## src/arb_config.svh

```systemverilog
`ifndef ARB_CONFIG_SVH
`define ARB_CONFIG_SVH

// pending-symbol counter width, saturates at all ones
`define ARB_CNT_BITS 4

// ack header queue entries, power of two
`define ARB_QUE_DEPTH 8

// flit and output word width
`define FLIT_BITS 32

`endif

```

## src/chiplet_types_pkg.sv

```systemverilog
`include "arb_config.svh"

package chiplet_types_pkg;

    typedef logic [`FLIT_BITS-1:0] flit_t;

    typedef enum logic [3:0] {
        FMT_LONG_READ   = 4'h0,
        FMT_LONG_WRITE  = 4'h1,
        FMT_SHORT_READ  = 4'h4,
        FMT_SHORT_WRITE = 4'h5
    } fmt_t;

    // format sits in the top nibble of both views
    typedef struct packed {
        fmt_t        fmt;
        logic [6:0]  length;
        logic [20:0] addr;
    } long_hdr_t;

    typedef struct packed {
        fmt_t        fmt;
        logic [3:0]  length;
        logic [23:0] addr;
    } short_hdr_t;

    typedef union packed {
        long_hdr_t  long_hdr;
        short_hdr_t short_hdr;
    } flit_hdr_u;

    // total flits of a packet, header included
    function automatic logic [8:0] packet_flits(flit_hdr_u hdr);
        case (hdr.long_hdr.fmt)
            FMT_LONG_READ:   return 9'd3;
            // zero length encodes 128
            FMT_LONG_WRITE:  return 9'd3 + ((|hdr.long_hdr.length) ?
                                 {2'b00, hdr.long_hdr.length} : 9'd128);
            FMT_SHORT_READ:  return 9'd2;
            // zero length encodes 16
            FMT_SHORT_WRITE: return 9'd2 + ((|hdr.short_hdr.length) ?
                                 {5'b00000, hdr.short_hdr.length} : 9'd16);
            default:         return 9'd1;
        endcase
    endfunction

endpackage

```

## src/phy_types_pkg.sv

```systemverilog
package phy_types_pkg;

    // kind of symbol on the transmit path
    typedef enum logic [2:0] {
        // nothing on the line
        NADA_SEL         = 3'd0,
        // grant credit, virtual channel 0
        GRTCRED0_SEL     = 3'd1,
        // grant credit, virtual channel 1
        GRTCRED1_SEL     = 3'd2,
        // acknowledge, carries a receive header
        ACK_SEL          = 3'd3,
        // packet open, carries the header flit
        START_PACKET_SEL = 3'd4,
        // packet body
        DATA_SEL         = 3'd5,
        // packet close
        END_PACKET_SEL   = 3'd6
    } comma_sel_t;

endpackage

```

## src/arb_ifs.sv

```systemverilog
`timescale 1ns/1ps

`include "arb_config.svh"

// pending control symbol counter
interface arb_counter_if;
    logic                     en;
    logic                     dec;
    logic [`ARB_CNT_BITS-1:0] count;
    logic                     overflow;

    modport counter (input en, dec, output count, overflow);
    // en and the full flag are handled at the top
    modport arbiter (output dec, input count);
endinterface

// ack header queue
interface arb_que_if;
    import chiplet_types_pkg::*;

    logic  push;
    logic  pop;
    flit_t push_data;
    flit_t head;
    logic  full;

    modport que (input push, pop, push_data, output head, full);
    modport arbiter (output pop, input head);
endinterface

// arbiter to framer, one symbol request at a time
interface arbitration_buffer_if;
    import phy_types_pkg::*;
    import chiplet_types_pkg::*;

    logic       start;
    comma_sel_t comma_sel;
    flit_t      comma_header_out;
    logic       done;

    modport arb (output start, comma_sel, comma_header_out, input done);
    modport framer (input start, comma_sel, comma_header_out, output done);
endinterface

```

## src/arb_counter.sv

```systemverilog
`timescale 1ns/1ps

module arb_counter (
    input  logic               CLK,
    input  logic               nRST,
    arb_counter_if.counter     cnt_if
);

    logic inc;
    logic dec;

    // full level, held while at max
    assign cnt_if.overflow = &cnt_if.count;

    // writes dropped once saturated
    assign inc = cnt_if.en & ~cnt_if.overflow;
    // never below zero
    assign dec = cnt_if.dec & (|cnt_if.count);

    always_ff @(posedge CLK, negedge nRST) begin
        if (!nRST) begin
            cnt_if.count <= '0;
        end else begin
            // inc and dec together cancel
            case ({inc, dec})
                2'b10: cnt_if.count <= cnt_if.count + 1'b1;
                2'b01: cnt_if.count <= cnt_if.count - 1'b1;
                default: cnt_if.count <= cnt_if.count;
            endcase
        end
    end

endmodule

```

## src/arb_que.sv

```systemverilog
`timescale 1ns/1ps

`include "arb_config.svh"

module arb_que (
    input  logic    CLK,
    input  logic    nRST,
    arb_que_if.que  que_if
);
    import chiplet_types_pkg::*;

    localparam int PTR_BITS = $clog2(`ARB_QUE_DEPTH);

    flit_t               mem [`ARB_QUE_DEPTH];
    logic [PTR_BITS-1:0] wr_ptr;
    logic [PTR_BITS-1:0] rd_ptr;
    logic [PTR_BITS:0]   occ;
    logic                do_push;
    logic                do_pop;

    assign que_if.full = (occ == (PTR_BITS+1)'(`ARB_QUE_DEPTH));
    // push into a full queue is lost
    assign do_push = que_if.push & ~que_if.full;
    assign do_pop  = que_if.pop & (|occ);

    // oldest entry always visible
    assign que_if.head = mem[rd_ptr];

    always_ff @(posedge CLK) begin
        if (do_push) begin
            mem[wr_ptr] <= que_if.push_data;
        end
    end

    // pointers wrap on their own, depth is a power of two
    always_ff @(posedge CLK, negedge nRST) begin
        if (!nRST) begin
            wr_ptr <= '0;
            rd_ptr <= '0;
            occ    <= '0;
        end else begin
            if (do_push) begin
                wr_ptr <= wr_ptr + 1'b1;
            end
            if (do_pop) begin
                rd_ptr <= rd_ptr + 1'b1;
            end
            case ({do_push, do_pop})
                2'b10: occ <= occ + 1'b1;
                2'b01: occ <= occ - 1'b1;
                default: occ <= occ;
            endcase
        end
    end

endmodule

```

## src/arbitration_buffer.sv

```systemverilog
`timescale 1ns/1ps

module arbitration_buffer (
    input  logic                     CLK,
    input  logic                     nRST,
    arbitration_buffer_if.arb        arb_if,
    arb_counter_if.arbiter           grtcred0_if,
    arb_counter_if.arbiter           grtcred1_if,
    arb_counter_if.arbiter           ack_if,
    arb_que_if.arbiter               que_if,
    input  logic                     data_write,
    input  logic                     send_new_data,
    input  chiplet_types_pkg::flit_t flit_data,
    output logic                     get_data
);
    import phy_types_pkg::*;
    import chiplet_types_pkg::*;

    typedef enum logic [2:0] {
        IDLE,
        SENDING_COMMA,
        SENDING_START,
        STALL_DATA_SEND,
        SENDING_DATA,
        SENDING_END
    } arb_state_t;

    arb_state_t state, n_state;
    // low means control symbols own the turn
    logic       data_turn, n_data_turn;
    // latched data_write, one packet waiting
    logic       data_pending, n_data_pending;
    // which control symbol is in flight
    comma_sel_t sent_sel, n_sent_sel;
    logic [8:0] packet_size, n_packet_size;
    // data flits sent in the current packet
    logic [8:0] data_cnt, n_data_cnt;
    flit_hdr_u  hdr;

    // header flit seen through both formats
    assign hdr = flit_hdr_u'(flit_data);

    always_ff @(posedge CLK, negedge nRST) begin
        if (!nRST) begin
            state        <= IDLE;
            data_turn    <= 1'b0;
            data_pending <= 1'b0;
            sent_sel     <= NADA_SEL;
            packet_size  <= '0;
            data_cnt     <= '0;
        end else begin
            state        <= n_state;
            data_turn    <= n_data_turn;
            data_pending <= n_data_pending;
            sent_sel     <= n_sent_sel;
            packet_size  <= n_packet_size;
            data_cnt     <= n_data_cnt;
        end
    end

    always_comb begin
        n_state        = state;
        n_data_turn    = data_turn;
        n_data_pending = data_pending | data_write;
        n_sent_sel     = sent_sel;
        n_packet_size  = packet_size;
        n_data_cnt     = data_cnt;
        arb_if.start            = 1'b0;
        arb_if.comma_sel        = NADA_SEL;
        arb_if.comma_header_out = '0;
        grtcred0_if.dec = 1'b0;
        grtcred1_if.dec = 1'b0;
        ack_if.dec      = 1'b0;
        que_if.pop      = 1'b0;
        get_data        = 1'b0;
        case (state)
            IDLE: begin
                // turn flips on every idle cycle
                n_data_turn = ~data_turn;
                if (!data_turn) begin
                    // fixed priority among control symbols
                    if (grtcred0_if.count != '0) begin
                        arb_if.start     = 1'b1;
                        arb_if.comma_sel = GRTCRED0_SEL;
                    end else if (grtcred1_if.count != '0) begin
                        arb_if.start     = 1'b1;
                        arb_if.comma_sel = GRTCRED1_SEL;
                    end else if (ack_if.count != '0) begin
                        arb_if.start            = 1'b1;
                        arb_if.comma_sel        = ACK_SEL;
                        arb_if.comma_header_out = que_if.head;
                        que_if.pop              = 1'b1;
                    end
                    if (arb_if.start) begin
                        n_sent_sel = arb_if.comma_sel;
                        n_state    = SENDING_COMMA;
                    end
                end else if (data_pending) begin
                    // header flit goes out with START
                    arb_if.start     = 1'b1;
                    arb_if.comma_sel = START_PACKET_SEL;
                    n_data_pending   = data_write;
                    n_state          = SENDING_START;
                end
            end
            SENDING_COMMA: begin
                if (arb_if.done) begin
                    // retire the symbol that was actually sent
                    case (sent_sel)
                        GRTCRED0_SEL: grtcred0_if.dec = 1'b1;
                        GRTCRED1_SEL: grtcred1_if.dec = 1'b1;
                        ACK_SEL:      ack_if.dec      = 1'b1;
                        default:      ;
                    endcase
                    n_state = IDLE;
                end
            end
            SENDING_START: begin
                if (arb_if.done) begin
                    // header still held by the source here
                    get_data      = 1'b1;
                    n_packet_size = packet_flits(hdr);
                    n_data_cnt    = '0;
                    n_state       = STALL_DATA_SEND;
                end
            end
            STALL_DATA_SEND: begin
                // END once all body flits are out
                if (data_cnt == packet_size - 9'd1) begin
                    arb_if.start     = 1'b1;
                    arb_if.comma_sel = END_PACKET_SEL;
                    n_state          = SENDING_END;
                end else if (send_new_data) begin
                    arb_if.start     = 1'b1;
                    arb_if.comma_sel = DATA_SEL;
                    n_state          = SENDING_DATA;
                end
            end
            SENDING_DATA: begin
                if (arb_if.done) begin
                    get_data   = 1'b1;
                    n_data_cnt = data_cnt + 9'd1;
                    n_state    = STALL_DATA_SEND;
                end
            end
            SENDING_END: begin
                if (arb_if.done) begin
                    n_state = IDLE;
                end
            end
            default: n_state = IDLE;
        endcase
    end

endmodule

```

## src/chiplet_tx_arb.sv

```systemverilog
`timescale 1ns/1ps

module chiplet_tx_arb (
    input  logic                       CLK,
    input  logic                       nRST,
    input  logic                       ack_write,
    input  chiplet_types_pkg::flit_t   rx_header,
    input  logic                       grtcred0_write,
    input  logic                       grtcred1_write,
    input  logic                       data_write,
    input  logic                       send_new_data,
    input  chiplet_types_pkg::flit_t   flit_data,
    output logic                       ack_cnt_full,
    output logic                       grtcred_0_full,
    output logic                       grtcred_1_full,
    output logic                       get_data,
    output logic                       tx_valid,
    output phy_types_pkg::comma_sel_t  tx_sel,
    output chiplet_types_pkg::flit_t   tx_word
);

    arb_counter_if        ack_cnt_if ();
    arb_counter_if        grtcred0_if ();
    arb_counter_if        grtcred1_if ();
    arb_que_if            ack_que_if ();
    arbitration_buffer_if arb_if ();

    // write strobes bump the pending counts
    assign ack_cnt_if.en  = ack_write;
    assign grtcred0_if.en = grtcred0_write;
    assign grtcred1_if.en = grtcred1_write;

    // each ack queues the header it answers
    assign ack_que_if.push      = ack_write;
    assign ack_que_if.push_data = rx_header;

    assign ack_cnt_full   = ack_cnt_if.overflow;
    assign grtcred_0_full = grtcred0_if.overflow;
    assign grtcred_1_full = grtcred1_if.overflow;

    arb_counter ack_cnt (.CLK(CLK), .nRST(nRST), .cnt_if(ack_cnt_if));
    arb_counter grtcred0_cnt (.CLK(CLK), .nRST(nRST), .cnt_if(grtcred0_if));
    arb_counter grtcred1_cnt (.CLK(CLK), .nRST(nRST), .cnt_if(grtcred1_if));

    arb_que ack_que (.CLK(CLK), .nRST(nRST), .que_if(ack_que_if));

    arbitration_buffer arb (
        .CLK           (CLK),
        .nRST          (nRST),
        .arb_if        (arb_if),
        .grtcred0_if   (grtcred0_if),
        .grtcred1_if   (grtcred1_if),
        .ack_if        (ack_cnt_if),
        .que_if        (ack_que_if),
        .data_write    (data_write),
        .send_new_data (send_new_data),
        .flit_data     (flit_data),
        .get_data      (get_data)
    );

    tx_framer framer (
        .CLK       (CLK),
        .nRST      (nRST),
        .arb_if    (arb_if),
        .flit_data (flit_data),
        .tx_valid  (tx_valid),
        .tx_sel    (tx_sel),
        .tx_word   (tx_word)
    );

endmodule

```

## src/tx_framer.sv

```systemverilog
`timescale 1ns/1ps

module tx_framer (
    input  logic                            CLK,
    input  logic                            nRST,
    arbitration_buffer_if.framer            arb_if,
    input  chiplet_types_pkg::flit_t        flit_data,
    output logic                            tx_valid,
    output phy_types_pkg::comma_sel_t       tx_sel,
    output chiplet_types_pkg::flit_t        tx_word
);
    import phy_types_pkg::*;

    // symbol is on the line for one cycle, done with it
    assign arb_if.done = tx_valid;

    always_ff @(posedge CLK, negedge nRST) begin
        if (!nRST) begin
            tx_valid <= 1'b0;
            tx_sel   <= NADA_SEL;
        end else begin
            tx_valid <= arb_if.start;
            tx_sel   <= arb_if.start ? arb_if.comma_sel : NADA_SEL;
        end
    end

    // payload word per symbol kind
    always_ff @(posedge CLK) begin
        if (arb_if.start) begin
            case (arb_if.comma_sel)
                ACK_SEL:          tx_word <= arb_if.comma_header_out;
                START_PACKET_SEL,
                DATA_SEL:         tx_word <= flit_data;
                // credits and END carry no payload
                default:          tx_word <= '0;
            endcase
        end
    end

endmodule

```

## config.mk

```make
export PLATFORM = sky130hd
export DESIGN_NAME = chiplet_tx_arb
export DESIGN_NICKNAME = d
export VERILOG_FILES = /design/src/chiplet_types_pkg.sv /design/src/phy_types_pkg.sv /design/src/arb_ifs.sv /design/src/arb_counter.sv /design/src/arb_que.sv /design/src/arbitration_buffer.sv /design/src/chiplet_tx_arb.sv /design/src/tx_framer.sv
export VERILOG_INCLUDE_DIRS = /design/src /design/src/src
export SDC_FILE = /design/constraint.sdc
export NUM_CORES = 1
export LEC_CHECK = 0
export ABC_AREA = 1
export BUFFER_PORTS_ARGS = -buffer_cell sky130_fd_sc_hd__buf_2
export CORE_ASPECT_RATIO = 2
export CORE_UTILIZATION = 60
export CTS_CLUSTER_DIAMETER = 200
export DETAILED_ROUTE_END_ITERATION = 10
export PLACE_DENSITY = 0.78
export RECOVER_POWER = 25
export SETUP_SLACK_MARGIN = 0.4
export SLEW_MARGIN = 5
export SYNTH_ARGS = -nofsm -noshare
export SYNTH_HDL_FRONTEND = slang
export SYNTH_HIERARCHICAL = 1
export SYNTH_SLANG_ARGS = --single-unit
```

## constraint.sdc

```tcl
create_clock -name CLK -period 3.93 [get_ports CLK]
set_input_delay 0.786 -clock CLK [delete_from_list [all_inputs] [get_ports CLK]]
set_output_delay 0.786 -clock CLK [all_outputs]
set_load 0.02 [all_outputs]
```

## After elaboration in Yosys (flattened, before gate mapping)

Memories as Yosys holds them, arrays and structs flattened.
Index checks and enable logic that the tools add are counted.

| cells by class | value |
|---|---|
| reduce and logical (&&, ||, !) cells | 26 |
| multiplexer cells | 63 |
| equal/unequal tests | 31 |
| bitwise operators | 14 |
| $add $sub $neg | 14 |

Operator list:

| kind | count |
|---|---|
| 32-bit two-way mux | 5 |
| 32-bit one-hot mux with 2 select lines | 1 |
| 3-bit two-way mux | 14 |
| 9-bit one-hot mux with 4 select lines | 1 |
| 4-bit one-hot mux with 2 select lines | 4 |
| 1-bit two-way mux | 29 |
| 4-bit OR reduction | 5 |
| 2-bit by 9-bit adder with 9-bit output (first input constant) | 2 |
| 9-bit two-way mux | 2 |
| 9-bit one-hot mux with 2 select lines | 1 |
| 4-bit by 1-bit adder with 4-bit output (second input constant) | 4 |
| 4-bit by 1-bit subtractor with 4-bit output (second input constant) | 4 |
| 3-bit by 2-bit equality test with 1-bit output (second input constant) | 5 |
| 3-bit equality test (second input constant) | 4 |
| 3-bit one-hot mux with 4 select lines | 1 |
| 4-bit AND reduction | 3 |
| 4-bit nonzero test | 3 |
| 2-bit nonzero test | 5 |
| 9-bit by 1-bit adder with 9-bit output (second input constant) | 1 |
| 9-bit equality test | 1 |
| 9-bit by 1-bit subtractor with 9-bit output (second input constant) | 1 |
| 1-bit bitwise AND | 8 |
| 2-bit by 1-bit equality test with 1-bit output (second input constant) | 4 |
| 2-bit equality test (second input constant) | 4 |
| other kinds (23) | 36 |

| word-level totals | value |
|---|---|
| RAM bits | 256 |
| memories kept | 1 |
| output and inout port bits | 40 |
| register bits | 84 |

Memories:

| name | words | bits a word | read ports | clocked after memory_dff | wr ports | line | text |
|---|---|---|---|---|---|---|---|
| ack_que.mem | 8 | 32 | 1 | 0 | 1 | arb_que.sv:14 | `` flit_t mem [`ARB_QUE_DEPTH]; `` |

## Depth between registers and ports, before layout

Gate-level depths: netlist (run 1).

| depth | value |
|---|---|
| depth after elaboration | 9 |
| mapped depth | 19 |

## By module

Netlist (run 1), hierarchy kept.

By module, submodules not included:

| module | instances | seq. area each (sq um) | area an instance (sq um) | cells an instance |
|---|---|---|---|---|
| arb_que | 1 | 7937.6 | 10809.1 | 934 |
| arbitration_buffer | 1 | 625.6 | 2104.5 | 342 |
| tx_framer | 1 | 1061.0 | 1650.3 | 155 |
| arb_counter | 3 | 100.1 | 297.8 | 38 |

## Least setup slack after synthesis (run 1)

OpenSTA, ideal clock, no wires.

| timing | value |
|---|---|
| path type | input -> register |
| start point | input ack_write |
| end point | memory ack_que/mem[0][0] in the netlist's numbering (enable) |
| library setup time | 0.421 ns |
| arrival | 2.447 ns |
| setup slack | 1.062 ns |
| stages | 4 |
| cell sequence | nand2_1 > inv_2 > nand2_1 > nor2_1 |

| on the way | value |
|---|---|
| cells in the longest elaborated chain, start to end | 3 |

RTL lines:

| element | line | text |
|---|---|---|
| start: declaration | chiplet_tx_arb.sv:6 | `input logic ack_write,` |
| 1-bit bitwise AND | arb_que.sv:23 | `assign do_push = que_if.push & ~que_if.full;` |
| 1-bit two-way mux | arb_que.sv:30 | `if (do_push) begin` |
| 1-bit two-way mux (not written as such) | arb_que.sv:31 | `mem[wr_ptr] <= que_if.push_data;` |
| end: declaration | arb_que.sv:14 |  |

Every way passes these cells.

## Worst setup path in the final report (run 1)

| timing | value |
|---|---|
| start point | register arb.packet_size[0] |
| end point | register framer.tx_word[13] (data pin) |

| on the way | value |
|---|---|
| cells in the longest elaborated chain, start to end | 7 |
| elaborated cells between the ends (all ways) | 9 |
| classes of those cells | add/sub (1); eq/ne (4); mux (3); reduce/logical (1) |

RTL lines:

| element | line | text |
|---|---|---|
| start: declaration | arbitration_buffer.sv:35 | `logic [8:0] packet_size, n_packet_size;` |
| start signal: assignment | arbitration_buffer.sv:56 | `packet_size <= n_packet_size;` |
| 9-bit by 1-bit subtractor with 9-bit output * | arbitration_buffer.sv:129 | `if (data_cnt == packet_size - 9'd1) begin` |
| 9-bit equality test * | arbitration_buffer.sv:129 |  |
| 3-bit two-way mux * | arbitration_buffer.sv:129 |  |
| 3-bit one-hot mux with 2 select lines * | arbitration_buffer.sv:76 | `case (state)` |
| via arb_if.comma_sel[2] | arb_ifs.sv:37 | `comma_sel_t comma_sel;` |
| 3-bit equality test | tx_framer.sv:30 | `case (arb_if.comma_sel)` |
| 2-bit OR reduction | tx_framer.sv:30 |  |
| 32-bit one-hot mux with 2 select lines * | tx_framer.sv:30 |  |
| end signal: assignment | tx_framer.sv:31 | `ACK_SEL: tx_word <= arb_if.comma_header_out;` |
| end signal: assignment | tx_framer.sv:33 | `DATA_SEL: tx_word <= flit_data;` |
| end: declaration | tx_framer.sv:10 | `output chiplet_types_pkg::flit_t tx_word` |

Mark *: on every way through the listed nets, which the timed path passes. The rest lies on a longest branch.
A chain may end at the register's enable or synchronous reset.

==> reports/qor.yml, run 1 <==
sta:
  finClkSkew_ns: 0.0127
  setup_violations: 0
  rsz0062_at_grt: "false"
  max_slew.worst_pin.slew_ns: 1.08
  drv_slew: 0
  setup_ws_ns: 0.948
  finalSetupTns_ns: 0
  hold_viol_final: 0
  fmax_ghz: 0.335
  period_share_pct: 75.9
  layout_min_cycle_time_ns: 2.98
  slew-limit-headroom_pct: 28.2
layout:
  area_delta_synth_final_pct: 11.5
  fin_util_pct: 68.5
  num-nets-final: 1726
  final_cells: 1993
  drive_gt1_share_pct: 11.1
routing:
  wire_per_inst_um: 17.2
  antenna_left: 0
  wl_um: 34300
  drt_pass1_iterations: 5
  vias: 11100
  viasPerCell: 5.59
  route.detailed.drc: 0
  initialDrtViolationCount: 978
critical_path:
  cp.required_ns: 4.35
  crit_type: "register to register"
  arrival_ns: 3.40
  endpoint_kind: "register"
  cp_max_fo: 33
  worstSetupStartpointType: "register"
global_route:
  first_global_vias: 11100
  antenna_found_initial: 1
  grt_usage_pct: 26.8
  overflow: 0
  grt_pass1_wl_um: 53800
  grt_max_degree: 96
clock_tree:
  clkLatencyLatePin_ns: 0.55
  cts_setup_buffers: 0
  clock_path_buffers: 3
  cts.clk_slew.worst_paths_ns: 0.07
  cts_resized: 0
  clockRootBuffer: "clkbuf_16"
  cts_sinks: 339
  cts_hold_buf: 0
  cts_tree: "yes"
  numCtsBuffers: 28
  cts_max_level: 1
status:
  status: "completed"
synth:
  synth_area_sq_um: 15500
  syn-num-nets: 1636
  syn_inst: 1544
  syn_area_per_cell_sq_um: 10.0
  ys_warn_count: 6
die:
  io_pins: 111
  initial_core_util_pct: 61.5
  rows: 82
  core_area_sq_um: 25100
  die_w_um: 115
  fp.dieArea_sq_um: 26400
  die_h_um: 229
power:
  swShare_pct: 36.1
  leakagePower_nw: 7.18
  power.switching_w: 0.00432
  power-per-cell-area_nw_per_um2: 695
  pwr-share-clk_pct: 25.5
  seq_power_share_pct: 43.1
  comb_power_share_pct: 31.4
  internal-power_w: 0.00765
  ir_drop_v: 0.000398
run:
  drv_cap: 0
placed_design:
  portBuffers: 110
  dp_hpwl_um: 21600
  place_inst: 1940
  pre_cts_ws_ns: 1.04
  gp_congestion: 0.908
worst_hold_path:
  hp-class: "input pin to asynchronous set/reset pin"
## routing by layer
layer  vias up  track usage (%)  routed length, um
li1       5325                -                  -
met1      5195             28.9              12300
met2       475             48.4              18000
met3       139             3.95               2170
met4         0             15.8               1810
met5         -                0                  0
## registers in the layout, summed over array words and instances, names as in the netlist
signal and count:
arb/state 3, ack_cnt/cnt_if.count 4, ack_que/occ 4, framer/tx_sel 3, arb/sent_sel 2, framer/tx_word 32, ack_que/mem 256, arb/data_pending 1
ack_que/rd_ptr 3, grtcred1_cnt/cnt_if.count 4, grtcred0_cnt/cnt_if.count 4, arb/data_cnt 9, arb/data_turn 1, arb/packet_size 9, ack_que/wr_ptr 3, framer/arb_if.done 1
## cells in the final DEF, fill, tap and decap left out, types with 9 or more instances in the layout
cell type,count
o21ai_1,83
nor2_1,134
dfrtp_1,49
nand2_1,553
inv_2,9
ha_1,17
a21oi_1,9
buf_2,85
clkbuf_16,29
xor2_1,10
inv_1,101
o21ai_0,78
nand4_1,35
nand3_1,30
clkbuf_1,30
edfxtp_1,288
nor2_4,10
buf_4,17
## cell type report
cell class | instances | area (sq um)
clock buffer | 34 | 744
multi-input combinational | 1023 | 4760
fill | 1868 | 7910
sequential | 339 | 9930
timing repair buffer | 128 | 667
clock inverter | 18 | 273
inverter | 114 | 430
antenna | 1 | 2.50
tap | 336 | 420
## critical path, cell delays in order, from the launching register on
cell     delay (ns)
dfrtp_1        0.41
inv_1          0.13
ha_1           0.28
inv_1          0.06
nand2_1        0.08
nand2_1        0.05
nand2_1        0.05
nand2_1        0.05
nor2_1         0.09
nand3_1        0.08
nor2_1         0.18
nand2_1        0.13
nand2_2        0.12
nand3_1        0.14
nand2_1        0.14
inv_2          0.24
nor2_8         0.42
nand2_1        0.11
nand2_1        0.09
## final timing paths
path	from	slack, ns	cells past startpoint	end
min in group CLK	data_write	0.41	2	arb/data_pending$_DFF_PN0_
max in group asynchronous	nRST	2.83	2	arb/packet_size[7]$_DFFE_PN0P_
min reg2reg	arb/data_pending$_DFF_PN0_	0.53	1	arb/data_pending$_DFF_PN0_
min	nRST	0.35	1	grtcred1_cnt/cnt_if.count[1]$_DFFE_PN0P_
max reg2reg	arb/packet_size[0]$_DFFE_PN0P_	0.95	18	framer/tx_word[13]$_DFFE_PP_
max	arb/packet_size[0]$_DFFE_PN0P_	0.95	18	framer/tx_word[13]$_DFFE_PP_
## power by group through the flow
stage | logic, W | clock network, W | registers [W]
finish | 0.00375 | 0.00305 | 0.00516
global route | 0.00421 | 0.00321 | 0.00523
CTS | 0.00376 | 0.00308 | 0.00515
detailed placement | 0.00372 | 0 | 0.00523
global placement | 0.00364 | 0 | 0.00520
floorplan | 0.00261 | 0 | 0.00534
## per-stage QoR
step / hold slack (ns) / power, W / instance area, sq um
finish: 0.346 / 0.0120 / 17200
global route: 0.397 / 0.0126 / 17200
CTS: 0.366 / 0.0120 / 17300
detailed placement: 0.514 / 0.00895 / 16200
global placement: 0.497 / 0.00884 / 16200
floorplan: 0.475 / 0.00794 / 15500
Power figures use the tool's default switching activity.
==> run 2, diff against run 1 <==
- CORE_UTILIZATION: 60 -> 55
- PLACE_DENSITY: 0.78 -> 0.76
- clock period: 3.93 -> 2.6 ns (I/O delays scaled with it)
==> reports/qor.yml, run 2 (synthesis gave the netlist of run 1 again) <==
status:
  status: "completed"
layout:
  regMostFlops: "ack_que/mem"
  reg_top3: "ack_que/mem (256), framer/tx_word (32)"
  final_cell_mix: "nand2_1, edfxtp_1, nor2_1, inv_1, o21ai_1"
  fin_util_pct: 66.0
  drive_gt1_share_pct: 17.7
  final_common_cell: "nand2_1"
  largest_reg_flops: 256
  area_delta_synth_final_pct: 17.6
  final_area_sq_um: 18200
  num-nets-final: 1778
  n_fill_cell: 2047
critical_path:
  max_stage_delay_ns: 0.41
  worstSetupStartpointType: "register"
  arrival_ns: 2.96
  cp.required_ns: 3.03
  path_cells: "inv_2, buf_4, nand2_1, inv_1, nand2_1, xor2_2, nor2_2, nand2_2, nand2_4, nand3_4, nand2_4, clkinv_8, nor2_4, clkbuf_16, nand2_1, nand2_1"
  cpMostUsedCell: "nand2_1"
  endpoint_kind: "register"
  critical_path.slowest_cell: "dfrtp_1"
  crit_buf_inv: 5
  critPathTopFamily: "simple AND/OR/NAND/NOR gates"
  cp_max_fo: 8
  crit_type: "register to register"
clock_tree:
  numCtsBuffers: 27
  cts_max_level: 1
  cts_hold_buf: 0
  cts.clk_slew.worst_paths_ns: 0.07
  cts_tree: "yes"
  clock_path_buffers: 3
  clkLatencyLatePin_ns: 0.57
  cts_sinks: 339
  clockRootBuffer: "clkbuf_16"
die:
  die_w_um: 121
  core_area_sq_um: 27500
  rows: 86
  die_h_um: 239
  fp.dieArea_sq_um: 28800
  initial_core_util_pct: 56.1
  io_pins: 111
routing:
  vias: 11600
  route.detailed.drc: 0
  initialDrtViolationCount: 1115
  viasPerCell: 5.65
  drt_pass1_iterations: 6
  antenna_left: 0
  wire_per_inst_um: 18.8
  wl_um: 38600
placed_design:
  portBuffers: 110
  dp_hpwl_um: 22200
  pre_cts_ws_ns: -0.0810
  placed_area_sq_um: 16500
  gp_congestion: 0.963
worst_hold_path:
  hp-class: "input pin to asynchronous set/reset pin"
global_route:
  grt_usage_pct: 26.7
  grt_pass1_wl_um: 59200
  first_global_vias: 11600
  overflow: 0
  antenna_found_initial: 2
  grt_max_degree: 130
run:
  drv_cap: 0
sta:
  drv_slew: 0
  rsz0062_at_grt: "true"
  layout_min_cycle_time_ns: 2.54
  finalSetupTns_ns: 0
  setup_ws_ns: 0.0604
  max_slew.worst_pin.slew_ns: 0.979
  period_share_pct: 97.7
  slew-limit-headroom_pct: 34.7
  hold_viol_final: 0
  setup_violations: 0
  fmax_ghz: 0.394
  finClkSkew_ns: 0.0211
power:
  leakagePower_nw: 7.50
  ir_drop_v: 0.000493
  total_power_w: 0.0196
  power-per-cell-area_nw_per_um2: 1080
-- run 2: cell count changes in the layout (fill, tap and decap cells not counted), sizes merged --
cell	before	now
nor2	149	150
nand3	32	34
inv	112	115
clkbuf	59	61
clkinv	11	13
buf	103	151
bufinv	7	1
clkinvlp	2	1
-- run 2: cell type report --
| cell class | instances | area, sq um | area share [%] |
|---|---|---|---|
| Clock inverter | 16 | 125 | 0.689 |
| Clock buffer | 34 | 702 | 3.86 |
| Inverter | 114 | 443 | 2.44 |
| Tap cell | 352 | 440 | 2.42 |
| Multi-Input combinational cell | 1026 | 5120 | 28.2 |
| Timing Repair Buffer | 178 | 1390 | 7.67 |
| Antenna cell | 1 | 2.50 | 0.0138 |
| Sequential cell | 339 | 9940 | 54.7 |
-- run 2: per-layer routing --
| layer | wire, um | GRT usage, % | part of all wire, % |
|---|---|---|---|
| met1 | 13600 | 29.5 | 35 |
| met2 | 19900 | 47.7 | 51 |
| met3 | 2790 | 4.48 | 7.2 |
| met4 | 2400 | 15.8 | 6.2 |
| met5 | 13 | 0 | 0.034 |
-- run 2: power breakdown --
| group | internal (W) | total (W) | switching [W] |
|---|---|---|---|
| Combinational | 0.00281 | 0.00790 | 0.00509 |
| Clock | 0.00204 | 0.00396 | 0.00192 |
| Sequential | 0.00720 | 0.00777 | 0.000570 |
-- run 2: worst reg2reg max path, cell delays in order (launching register included) --
cell and delay (ns):
dfrtp_1 0.41, inv_2 0.10, buf_4 0.12, nand2_1 0.10, inv_1 0.08, nand2_1 0.09, xor2_2 0.20, nor2_2 0.21
nand2_2 0.11, nand2_4 0.09, nand3_4 0.10, nand2_4 0.12, clkinv_8 0.13, nor2_4 0.19, clkbuf_16 0.19, nand2_1 0.07
nand2_1 0.08
-- run 2: path summary, 6_finish.rpt --
path	from	endpoint	slack (ns)	cells after the start
worst max register to register	arb/packet_size[0]$_DFFE_PN0P_	framer/tx_word[28]$_DFFE_PP_	0.06	16
worst min register to register	arb/data_pending$_DFF_PN0_	arb/data_pending$_DFF_PN0_	0.55	1
min in group CLK	data_write	arb/data_pending$_DFF_PN0_	0.16	2
worst min-delay path	nRST	grtcred1_cnt/cnt_if.count[2]$_DFFE_PN0P_	0.11	1
max in group asynchronous	nRST	ack_que/rd_ptr[0]$_DFFE_PN0P_	1.76	1
worst max-delay path	arb/packet_size[0]$_DFFE_PN0P_	framer/tx_word[28]$_DFFE_PP_	0.06	16
-- run 2: timing repair --
action | 4_1_cts | 5_1_grt
setup endpoints to repair | 81 | 110
resized for setup | 54 | 59
gates cloned | 3 | 4
pin swaps | 14 | 38
buffers inserted | 20 | 14
-- run 2: per-stage QoR --
| stage | hold WS, ns | cells |
|---|---|---|
| after global routing | 0.160 | 2060 |
| after global placement | 0.503 | 1968 |
| after CTS | 0.119 | 2041 |
| after detailed placement | 0.513 | 1968 |
| final | 0.114 | 2060 |
| after floorplan | 0.224 | 1544 |
==> run 3, diff against run 2 <==
- CORE_UTILIZATION: 55 -> 54
- PLACE_DENSITY: 0.76 -> 0.75
- SETUP_SLACK_MARGIN: 0.4 -> default
- SYNTH_HIERARCHICAL: 1 -> default
==> reports/qor.yml, run 3 <==
power:
  leakagePower_nw: 6.29
  swShare_pct: 32.7
  power-per-cell-area_nw_per_um2: 994
  seq_power_share_pct: 46.1
  power.switching_w: 0.00546
  pwr-share-clk_pct: 26.7
  comb_power_share_pct: 27.2
  internal-power_w: 0.0112
  total_power_w: 0.0167
  ir_drop_v: 0.000607
synth:
  synth-async-reset-ratio_pct: 15.0
  synth.most_common_cell: "edfxtp_1"
  synth.distinct_cells: 42
  synth_area_sq_um: 14500
  synth_commonest_cells: "edfxtp_1, nor2_1, nand2_1"
  synth_top_area_cell: "edfxtp_1"
  seq_area_frac_synth_pct: 68.2
  yosys-top-cells-area: "edfxtp_1, dfrtp_1, nor2_1"
  syn_inst: 1246
  synth_edf_count: 288
  ys_warn_count: 0
  synth_flop_cell: "edfxtp_1"
  ys_ff_latch: 339
  syn-num-nets: 1338
  synth_top_cell_area_share_pct: 59.5
  syn_area_per_cell_sq_um: 11.7
critical_path:
  cp_max_fo: 4
  crit_type: "register to register"
  endpoint_kind: "register"
  cpMostUsedCell: "nor2_1"
  critical_path.slowest_cell: "dfrtp_1"
  max_stage_delay_ns: 0.41
  worstSetupStartpointType: "register"
  path_cells: "nor2_4, nand2_2, nor2_2, inv_2, nor2_4, nand3_4, a31oi_4, ha_4, ha_4, nand2_2, nor2_1, a211oi_2, nor2_1, nor2_1, nand2_1, xor2_1"
  cp.required_ns: 3.04
  rr_worst_depth: 16
  arrival_ns: 2.88
die:
  initial_core_util_pct: 55.1
  rows: 84
  die_w_um: 118
  io_pins: 111
  die_h_um: 234
  core_area_sq_um: 26400
  fp.dieArea_sq_um: 27600
sta:
  rsz0062_at_grt: "true"
  fmax_ghz: 0.411
  max_slew.worst_pin.slew_ns: 0.733
  hold_viol_final: 0
  setup_ws_ns: 0.167
  layout_min_cycle_time_ns: 2.43
  finClkSkew_ns: 0.00832
  drv_slew: 0
  setup_violations: 0
  period_share_pct: 93.6
  slew-limit-headroom_pct: 51.2
  finalSetupTns_ns: 0
routing:
  wl_um: 33700
  wire_per_inst_um: 19.4
  drt_pass1_iterations: 7
  vias: 9895
  route.detailed.drc: 0
  initialDrtViolationCount: 820
  viasPerCell: 5.70
  antenna_left: 0
layout:
  n_fill_cell: 1998
  antenna_cells: 0
  area_delta_synth_final_pct: 15.5
  final_common_cell: "edfxtp_1"
  largest_reg_flops: 256
  multi_input_area_sq_um: 4210
  final_cell_mix: "edfxtp_1, nor2_1, nand2_1, o21ai_0, buf_2"
  regArea_sq_um: 9930
  reg_top3: "ack_que.mem (256), framer.tx_word (32)"
  drive_gt1_share_pct: 15.1
  regMostFlops: "ack_que.mem"
  num-nets-final: 1463
placed_design:
  portBuffers: 110
  dp_hpwl_um: 21900
  pre_cts_ws_ns: 0.0634
  gp_congestion: 0.901
clock_tree:
  clockRootBuffer: "clkbuf_16"
  clkLatencyLatePin_ns: 0.55
  cts.clk_slew.worst_paths_ns: 0.07
  numCtsBuffers: 29
  cts_sinks: 339
  cts_max_level: 1
  cts_hold_buf: 0
  cts_tree: "yes"
  clock_path_buffers: 3
global_route:
  first_global_vias: 10000
  grt_max_degree: 131
  grt_usage_pct: 25.0
  overflow: 0
  grt_pass1_wl_um: 52800
  antenna_found_initial: 0
worst_hold_path:
  hp-class: "input pin to asynchronous set/reset pin"
run:
  drv_cap: 0
status:
  status: "completed"
==> run 3: cells by family after synthesis <==
kind of cell               share of synthesized area (%)
xor gates and xnor gates                            1.32
DFF                                                 68.2
adders and majority gates                           2.01
AOI/OAI and AO/OA                                   9.06
muxes                                               1.45
buffers and inverters                               3.85
and+or+nand+nor                                     14.1
==> run 3: path summary, 6_finish.rpt <==
| check | startpoint | end | slack, ns |
|---|---|---|---|
| worst max register to register | arb.state[1]$_DFFE_PN0P_ | ack_que.occ[3]$_DFFE_PN0P_ | 0.17 |
| max in group asynchronous | nRST | arb.packet_size[0]$_DFFE_PN0P_ | 1.97 |
| worst max-delay path | arb.state[1]$_DFFE_PN0P_ | ack_que.occ[3]$_DFFE_PN0P_ | 0.17 |
| worst min register to register | grtcred0_cnt.cnt_if.count[0]$_DFFE_PN0P_ | grtcred0_cnt.cnt_if.count[0]$_DFFE_PN0P_ | 0.47 |
| min in group CLK | data_write | arb.data_pending$_DFF_PN0_ | 0.16 |
| worst min-delay path | nRST | grtcred1_cnt.cnt_if.count[2]$_DFFE_PN0P_ | 0.02 |
==> run 3: power by group through the flow <==
stage | sequential, W | combinational [W] | clock [W]
final | 0.00769 | 0.00454 | 0.00447
after global routing | 0.00780 | 0.00500 | 0.00471
after CTS | 0.00768 | 0.00454 | 0.00452
after detailed placement | 0.00779 | 0.00452 | 0
after global placement | 0.00775 | 0.00441 | 0
after floorplan | 0.00808 | 0.00250 | 0
==> run 3: cell type report <==
| cell class | count | share of cell area [%] |
|---|---|---|
| Multi-Input combinational cell | 773 | 25.1 |
| Tap cell | 344 | 2.56 |
| Timing Repair Buffer | 147 | 5.63 |
| Clock inverter | 16 | 1.33 |
| Clock buffer | 36 | 4.48 |
| Inverter | 81 | 1.81 |
| Sequential cell | 339 | 59.1 |
==> run 3: what timing repair did <==
action,in CTS,in global routing
gates resized for setup,0,14
buffers inserted,0,0
endpoints found under the hold margin,0,0
setup endpoints to repair,0,6
==> run 3: worst max-delay path, delay by kind of cell, from the launching register on <==
family / cells / cell delay (ns)
flops: 1 / 0.41
fa+ha+maj: 2 / 0.42
xor+xnor: 1 / 0.14
buf+inv: 1 / 0.08
compound gates: 2 / 0.37
simple gates: 10 / 0.90
==> run 3: per-stage QoR <==
step                      hold slack, ns  cell area, sq um  util (%)  cells
after floorplan                    0.224             14600         -   1246
after global routing              0.0628             16800      63.7   1736
after global placement             0.465             15800      59.8   1684
final                             0.0194             16800      63.7   1736
after detailed placement           0.467             15800      59.8   1684
after CTS                         0.0299             16800      63.5   1736
==> run 3: per-layer routing <==
layer  wire, um  global-route usage (%)
met5          0                       0
met3       1840                    2.94
met4       1470                    12.5
met1      12300                    29.1
met2      18100                    45.4
